==> config.mk <==
export PLATFORM = sky130hd
export DESIGN_NAME = hostbus_top
export DESIGN_NICKNAME = d
export VERILOG_FILES = /design/src/verilog/hostbus_pkg.sv /design/src/verilog/bus_interface.sv /design/src/verilog/reg_access.sv /design/src/verilog/reg_file.sv /design/src/verilog/hostbus_top.sv
export SDC_FILE = /design/constraint.sdc
export NUM_CORES = 1
export LEC_CHECK = 0
export BUFFER_PORTS_ARGS = -buffer_cell sky130_fd_sc_hd__buf_4
export CAP_MARGIN = 20
export CORE_UTILIZATION = 50
export DETAILED_ROUTE_END_ITERATION = 7
export HOLD_SLACK_MARGIN = 0.02
export PLACE_DENSITY_LB_ADDON = 0.08
export RECOVER_POWER = 50
export SLEW_MARGIN = 5
export SYNTH_ARGS = -nofsm -noshare
export SYNTH_HDL_FRONTEND = slang
export SYNTH_HIERARCHICAL = 1
export SYNTH_SLANG_ARGS = --single-unit
==> constraint.sdc <==
create_clock -name clk -period 2.85 [get_ports clk]
set_clock_uncertainty 0.1 [all_clocks]
set_input_delay 0 -clock clk [delete_from_list [all_inputs] [get_ports clk]]
set_output_delay 0 -clock clk [all_outputs]
set_load 0.01 [all_outputs]
==> src/verilog/hostbus_pkg.sv <==
// shared bus polarities and register map; 16 registers of 16 bits, register 15 is read-only
package hostbus_pkg;

    // host bus signal levels
    localparam logic CS_ENABLED = 1'b0;     // chip select is active low
    localparam logic RNW_READ   = 1'b1;     // rd_nwr high = read, low = write

    // register map
    localparam int NUM_REGS     = 16;       // registers addressed by the bus
    localparam int REG_NUM_BITS = 4;        // width of a register number

    // register number on the bus
    typedef logic [REG_NUM_BITS-1:0] reg_num_t;

    // one register word
    // high byte = even byte (bytesel 0), low byte = odd byte (bytesel 1)
    typedef logic [15:0] reg_word_t;

    // read-only write counter lives at the top of the map
    localparam reg_num_t STATUS_REG = reg_num_t'(NUM_REGS - 1);

endpackage

==> src/verilog/bus_interface.sv <==
// host must hold reg num, bytesel, rd_nwr and data stable for the whole chip select window; clk > 2x bus rate
`timescale 1ns/1ps

module bus_interface import hostbus_pkg::*; (
    input  logic        clk,
    input  logic        reset_i,
    // asynchronous host bus
    input  logic        bus_cs_n_i,         // active low chip select
    input  logic        bus_rd_nwr_i,       // 1 = read, 0 = write
    input  reg_num_t    bus_reg_num_i,      // register number
    input  logic        bus_bytesel_i,      // 0 = even (high) byte, 1 = odd (low) byte
    input  logic [7:0]  bus_data_i,         // write data from host
    // synchronized access towards reg_access
    output logic        write_strobe_o,     // one cycle per write access
    output logic        read_strobe_o,      // one cycle per read access
    output reg_num_t    reg_num_o,
    output logic        bytesel_o,
    output logic [7:0]  bytedata_o
);

    // chip select history with the newest sample in bit 3
    logic [3:0] cs_r;

    // two-stage synchronizers where stage 1 samples the pad
    logic       read_s1, read_s2;
    logic       bytesel_s1, bytesel_s2;
    reg_num_t   reg_num_s1, reg_num_s2;
    logic [7:0] data_s1, data_s2;

    // two enabled samples after a disabled one
    // a lone enabled sample never forms this pattern
    logic       cs_edge;
    assign cs_edge = (cs_r[2:0] == 3'b110);

    // chip select history shifts toward bit 0
    always_ff @(posedge clk) begin
        if (reset_i) begin
            cs_r <= 4'b0000;
        end else begin
            cs_r <= {(bus_cs_n_i == CS_ENABLED), cs_r[3:1]};    // enabled flag enters at bit 3
        end
    end

    // payload synchronizers settle while the cs history fills
    always_ff @(posedge clk) begin
        read_s1    <= (bus_rd_nwr_i == RNW_READ);
        read_s2    <= read_s1;
        bytesel_s1 <= bus_bytesel_i;
        bytesel_s2 <= bytesel_s1;
        reg_num_s1 <= bus_reg_num_i;
        reg_num_s2 <= reg_num_s1;
        data_s1    <= bus_data_i;
        data_s2    <= data_s1;
    end

    // one-cycle strobes
    always_ff @(posedge clk) begin
        if (reset_i) begin
            write_strobe_o <= 1'b0;
            read_strobe_o  <= 1'b0;
        end else begin
            write_strobe_o <= cs_edge & ~read_s2;   // high only on the cs edge
            read_strobe_o  <= cs_edge & read_s2;
        end
    end

    // access fields registered alongside the strobe
    always_ff @(posedge clk) begin
        reg_num_o  <= reg_num_s2;
        bytesel_o  <= bytesel_s2;
        bytedata_o <= data_s2;
    end

    // host holds the access fields steady through the synchronizer stages
    a_fields_stable: assert property (
        @(posedge clk) disable iff (reset_i)
        cs_edge |-> (read_s1 == read_s2) && (bytesel_s1 == bytesel_s2)
                    && (reg_num_s1 == reg_num_s2) && (data_s1 == data_s2)
    ) else $error("host changed access fields while chip select was enabled");

endmodule

==> src/verilog/reg_access.sv <==
// even byte first for 16-bit accesses; odd write without a prior even write uses the last high byte
`timescale 1ns/1ps

module reg_access import hostbus_pkg::*; (
    input  logic        clk,
    input  logic        reset_i,
    // byte accesses from bus_interface
    input  logic        write_strobe_i,
    input  logic        read_strobe_i,
    input  reg_num_t    reg_num_i,
    input  logic        bytesel_i,          // 0 = even/high, 1 = odd/low
    input  logic [7:0]  bytedata_i,
    // write port to reg_file
    output logic        wr_valid_o,
    input  logic        wr_ready_i,
    output reg_num_t    wr_num_o,
    output reg_word_t   wr_data_o,
    // read port to reg_file
    output reg_num_t    rd_num_o,
    input  reg_word_t   rd_data_i,          // combinational from reg_file
    // host read data
    output logic [7:0]  bus_data_o          // byte of the last read
);

    logic [7:0] hi_byte;        // latched even byte of a pending 16-bit write
    reg_word_t  rd_word;        // word captured by the even read
    logic       even_write;
    logic       odd_write;
    logic       wr_pending;     // request held back by reg_file
    logic       wr_xfer;

    assign even_write = write_strobe_i & ~bytesel_i;
    assign odd_write  = write_strobe_i & bytesel_i;
    assign wr_xfer    = wr_valid_o & wr_ready_i;
    assign wr_pending = wr_valid_o & ~wr_ready_i;

    assign rd_num_o = reg_num_i;    // reg_file reads the strobed register

    // high byte latch
    always_ff @(posedge clk) begin
        if (reset_i) begin
            hi_byte <= 8'h00;
        end else if (even_write) begin
            hi_byte <= bytedata_i;
        end
    end

    // write request valid flag
    always_ff @(posedge clk) begin
        if (reset_i) begin
            wr_valid_o <= 1'b0;
        end else begin
            if (wr_xfer) begin
                wr_valid_o <= 1'b0;     // accepted by reg_file
            end
            if (odd_write && !wr_pending) begin
                wr_valid_o <= 1'b1;     // new word, may follow a transfer directly
            end
        end
    end

    // write request payload, held while pending
    always_ff @(posedge clk) begin
        if (odd_write && !wr_pending) begin
            wr_num_o  <= reg_num_i;
            wr_data_o <= {hi_byte, bytedata_i};     // even byte is the high byte
        end
    end

    // host read data
    always_ff @(posedge clk) begin
        if (reset_i) begin
            bus_data_o <= 8'h00;
        end else if (read_strobe_i) begin
            if (!bytesel_i) begin
                bus_data_o <= rd_data_i[15:8];      // high byte straight from reg_file
            end else begin
                bus_data_o <= rd_word[7:0];         // low byte of the earlier capture
            end
        end
    end

    // captured word keeps the 16-bit read atomic
    always_ff @(posedge clk) begin
        if (read_strobe_i && !bytesel_i) begin
            rd_word <= rd_data_i;
        end
    end

    // a completed bus write must find the write port free
    a_no_write_overrun: assert property (
        @(posedge clk) disable iff (reset_i)
        !(odd_write && wr_pending)
    ) else $error("16-bit write dropped, previous write still pending");

endmodule

==> src/verilog/reg_file.sv <==
// register 15 is a read-only write counter; writes to it are accepted but discarded
`timescale 1ns/1ps

module reg_file import hostbus_pkg::*; (
    input  logic        clk,
    input  logic        reset_i,
    // write port
    input  logic        wr_valid_i,
    output logic        wr_ready_o,
    input  reg_num_t    wr_num_i,
    input  reg_word_t   wr_data_i,
    // combinational read port
    input  reg_num_t    rd_num_i,
    output reg_word_t   rd_data_o
);

    reg_word_t  regs [NUM_REGS-1];  // registers 0 .. 14
    reg_word_t  wr_count;           // writes accepted to 0 .. 14
    logic       wr_accept;
    logic       wr_store;           // accepted and not aimed at status

    assign wr_accept = wr_valid_i & wr_ready_o;
    assign wr_store  = wr_accept & (wr_num_i != STATUS_REG);

    // ready follows reset one cycle late
    always_ff @(posedge clk) begin
        if (reset_i) begin
            wr_ready_o <= 1'b0;
        end else begin
            wr_ready_o <= 1'b1;     // never stalls outside reset
        end
    end

    // storage cleared on reset
    always_ff @(posedge clk) begin
        if (reset_i) begin
            for (int i = 0; i < NUM_REGS - 1; i++) begin
                regs[i] <= '0;
            end
        end else if (wr_store) begin
            regs[wr_num_i] <= wr_data_i;
        end
    end

    // status counter wraps at 16 bits
    always_ff @(posedge clk) begin
        if (reset_i) begin
            wr_count <= '0;
        end else if (wr_store) begin
            wr_count <= wr_count + 16'd1;
        end
    end

    // read mux
    always_comb begin
        if (rd_num_i == STATUS_REG) begin
            rd_data_o = wr_count;
        end else begin
            rd_data_o = regs[rd_num_i];     // status index never reaches the array
        end
    end

    // requester keeps the write port idle while reset is held
    a_no_write_in_reset: assert property (
        @(posedge clk)
        (reset_i && $past(reset_i)) |-> !wr_valid_i
    ) else $error("write requested during reset");

endmodule

==> src/verilog/hostbus_top.sv <==
// data out is a separate port, no tri-state pad; outputs change on clk, not on the host bus
`timescale 1ns/1ps

module hostbus_top import hostbus_pkg::*; (
    input  logic        clk,
    input  logic        reset_i,
    input  logic        bus_cs_n_i,
    input  logic        bus_rd_nwr_i,
    input  reg_num_t    bus_reg_num_i,
    input  logic        bus_bytesel_i,
    input  logic [7:0]  bus_data_i,
    output logic [7:0]  bus_data_o      // byte of the last read
);

    // bus_interface to reg_access
    logic       write_strobe;
    logic       read_strobe;
    reg_num_t   reg_num;
    logic       bytesel;
    logic [7:0] bytedata;

    // reg_access to reg_file
    logic       wr_valid;
    logic       wr_ready;
    reg_num_t   wr_num;
    reg_word_t  wr_data;
    reg_num_t   rd_num;
    reg_word_t  rd_data;

    bus_interface u_bus_interface (
        .clk            (clk),
        .reset_i        (reset_i),
        .bus_cs_n_i     (bus_cs_n_i),
        .bus_rd_nwr_i   (bus_rd_nwr_i),
        .bus_reg_num_i  (bus_reg_num_i),
        .bus_bytesel_i  (bus_bytesel_i),
        .bus_data_i     (bus_data_i),
        .write_strobe_o (write_strobe),
        .read_strobe_o  (read_strobe),
        .reg_num_o      (reg_num),
        .bytesel_o      (bytesel),
        .bytedata_o     (bytedata)
    );

    reg_access u_reg_access (
        .clk            (clk),
        .reset_i        (reset_i),
        .write_strobe_i (write_strobe),
        .read_strobe_i  (read_strobe),
        .reg_num_i      (reg_num),
        .bytesel_i      (bytesel),
        .bytedata_i     (bytedata),
        .wr_valid_o     (wr_valid),
        .wr_ready_i     (wr_ready),
        .wr_num_o       (wr_num),
        .wr_data_o      (wr_data),
        .rd_num_o       (rd_num),
        .rd_data_i      (rd_data),
        .bus_data_o     (bus_data_o)
    );

    reg_file u_reg_file (
        .clk            (clk),
        .reset_i        (reset_i),
        .wr_valid_i     (wr_valid),
        .wr_ready_o     (wr_ready),
        .wr_num_i       (wr_num),
        .wr_data_i      (wr_data),
        .rd_num_i       (rd_num),
        .rd_data_o      (rd_data)
    );

endmodule

==> out/summary.md <==
• **part of the cycle the worst path needs** 86.7%
• **number of enable flip-flop cells after synthesis** 268
• **most frequent cell on the critical path** and2_0
• **number of antenna violations at the first check in global routing** 5
• **placeable core region** 28200 um^2
• **Top Registers** u_reg_file/regs: 240 flops, u_reg_access/wr_data_o: 16 flops, u_reg_file/wr_count: 16 flops
• **TritonCTS Buffers** 38
• **CTS HTree Levels** 2
• **fmax** 405 MHz
• **power density over the cells** 654 nW/um^2
• **global-route wire length before repair** 51.7 mm
• **Post-Syn Nets** 1037
• **worst setup path category** register to register
• **final hold violation count** 0
• **Die Footprint** 29700 um^2
• **clock sink total** 349
• **clock slew at the register clock pins of the worst setup and hold paths** 0.06 ns
• **master cell of the clock root buffer** clkbuf_16
• **warning count from the yosys run** 6
• **post-CTS repair timing setup buffer count** 0
• **total design power** 0.0109 W
• **WL final** 35.4 mm
• **worst IR drop on VDD** 0.598 mV
• **vias per cell** 5.56
• **Wirelength per Cell** 23.7 um
• **Post-Layout Inst Area** 16600 um^2
• **share of post-route cells with drive strength above 1** 13.7%
• **primary flip-flop cell chosen by synthesis mapping** edfxtp_1
• **worst path required time** 3.12 ns
• **weighted congestion at the end of routability-driven global placement** 0.876
• **count of boundary I/O pins** 25
• **CP arrival** 2.75 ns
• **Worst Setup Start Kind** register
• **ordered cell list for the critical path** and2_0, nand4_1, nor2_1, clkbuf_1, and2_0
• **part of the Yosys area used for sequential elements** 66.7%
• **Max Fanout on Critical Path** 16
• **Worst Setup End Kind** register
• **total negative slack** 0 ns
• **Rows** 61
• **worst slew pin tran** 0.821 ns
• **time the final worst path needs with I/O delays and setup** 2.47 ns
• **number of flip-flops under the largest register name** 240
• **total global routing overflow** 0
• **post-route ant nets** 0
• **Critical-path top delay cell** clkbuf_1
• **unique cell type count in the Yosys netlist** 42
• **post-place instance area** 15200 um^2
• **Die Span Y** 172 um
• **starting utilization of the core area** 51.5%
• **total standard cell area after synthesis** 14500 um^2
• **#FFs+latches synth** 349
• **number of I/O port buffers** 24
• **Horiz. Die Dim** 172 um
• **max cap viols** 0
• **number of vias after detailed routing** 8305
• **setup repair after global routing missed its margin** no
• **async set-or-reset flop fraction in the synthesized netlist** 0%
• **outcome** complete, no violations
• **average cell area after synthesis** 14.2 um^2
• **vias in the first global route** 8155
• **pin count of the biggest net entering global routing** 55
• **placed wire-length estimate after detailed placement** 21.8 mm
• **Cells after Synth** 1019
• **nets** 1107
• **Tot GR Track Use** 24.6%
• **CTS tree** done
• **Layout area overhead** 14.7%
• **leakage power summed over all cells** 6.07 nW
• **number of remaining DRC errors** 0
• **Min-Delay Path Class** input port to register
• **worst slew margin relative to its limit** 45.3%
• **Largest stage delay, worst path** 0.63 ns
• **Clock Path Buffers** 3
• **final hold slack** 0.0571 ns
• **number of detailed-routing iterations run before antenna repair** 5
• **number of design-rule violations left by the first detailed-router iteration** 725
• **number of pins with negative max-slew slack in the final report** 0
• **largest register by flop count** u_reg_file/regs
• **setup violators final** 0
• **clock latency reported for the late side of the worst-skew pair** 0.52 ns
[repair_timing]
action / in CTS / in global routing
endpoints found under the hold margin: 23 / 0
hold buffers: 30 / 0
setup endpoints to repair: 0 / 0
gates resized for setup: 0 / 0
[worst max-delay path, delay by kind of cell (launching register included)]
kind,cells,cell delay (ns)
buffers and inverters,1,0.63
DFF,1,0.36
and+or+nand+nor,4,1.23
[cell type report]
class / count / area, um^2
antenna: 1 / 2.50
timing repair buffer: 107 / 831
sequential: 349 / 9680
clock buffer: 48 / 1070
inverter: 3 / 11.3
tap: 378 / 473
fill: 2244 / 11500
multi-input combinational: 590 / 4430
clock inverter: 19 / 126
[layer usage]
| layer | part of all wire [%] | wire [um] | global-route usage (%) |
|---|---|---|---|
| met5 | 0 | 0 | 0 |
| met4 | 3.2 | 1140 | 9.12 |
| met3 | 6.2 | 2180 | 4.14 |
| met2 | 50 | 17600 | 42.0 |
| met1 | 41 | 14500 | 31.7 |
[per-stage QoR]
step,std cells,utilization [%],worst slack (ns)
4_1_cts,1494,59.4,0.585
5_1_grt,1494,59.0,0.259
3_5_place_dp,1397,54.1,0.621
3_3_place_gp,1396,54.1,0.646
2_1_floorplan,1019,-,0.143
6_report,1495,59.0,0.379
[layout by cell type (no fill, tap or decap), types with 6 or more instances in the layout]
| cell | Yosys | routed |
|---|---|---|
| edfxtp_1 | 268 | 268 |
| and2_1 | 243 | 195 |
| dfxtp_1 | 81 | 78 |
| mux2i_1 | 65 | 65 |
| and2_0 | 0 | 48 |
| clkbuf_16 | 0 | 41 |
| buf_4 | 7 | 37 |
| nor2_1 | 37 | 37 |
| mux4_2 | 33 | 33 |
| o22ai_1 | 31 | 31 |
| dlygate4sd3_1 | 0 | 30 |
| clkbuf_1 | 49 | 27 |
| o21ai_0 | 34 | 23 |
| nor2b_1 | 19 | 19 |
| nand2b_1 | 17 | 17 |
| a211o_1 | 15 | 15 |
| a31oi_1 | 15 | 15 |
| clkbuf_4 | 0 | 14 |
| o21ai_1 | 0 | 11 |
| nand2_1 | 10 | 10 |
| a21oi_1 | 10 | 10 |
| a211oi_1 | 8 | 8 |
| nand4_1 | 6 | 8 |
| clkinv_2 | 0 | 7 |
| clkinv_1 | 0 | 7 |
| or4_1 | 6 | 6 |
[synth_stat cells, types with 10 or more instances]
cell      count  area, um^2
nor2b_1      19         119
o21ai_0      34         170
buf_2        19        95.1
edfxtp_1    268        8050
nand2_1      10        37.5
o22ai_1      31         194
mux2i_1      65         651
nand2b_1     17         106
nor2_1       37         139
mux4_2       33         743
dfxtp_1      81        1620
a21oi_1      10        50.1
a211o_1      15         131
and2_1      243        1520
clkbuf_1     49         184
a31oi_1      15        93.8
[kinds of logic (layout without fill, tap and decap cells)]
logic type,after synthesis,after routing,synth area share (%)
compound gates,119,119,5.14
xor+xnor,6,6,0.363
fa+ha+maj,1,1,0.0863
buf+inv,80,177,2.54
flops,349,349,66.7
mux,98,98,9.62
other cells,0,1,0
simple gates,366,366,15.5
[power breakdown]
group | internal [W] | switching (W)
registers | 0.00561 | 0.0000626
clock network | 0.00276 | 0.00194
logic | 0.000219 | 0.000287
total | 0.00858 | 0.00229
[final timing paths]
check / startpoint / endpoint / slack [ns] / cells after the start
worst max-delay path: u_reg_access/wr_valid_o / u_reg_file/regs[14][14] / 0.38 / 5
worst min-delay path: bus_rd_nwr_i / u_bus_interface/read_s1 / 0.06 / 2
worst max register to register: u_reg_access/wr_valid_o / u_reg_file/regs[14][14] / 0.38 / 5
worst min register to register: u_bus_interface/read_s1 / u_bus_interface/read_s2 / 0.23 / 0
No activity file was read; power rests on OpenSTA's default activity.
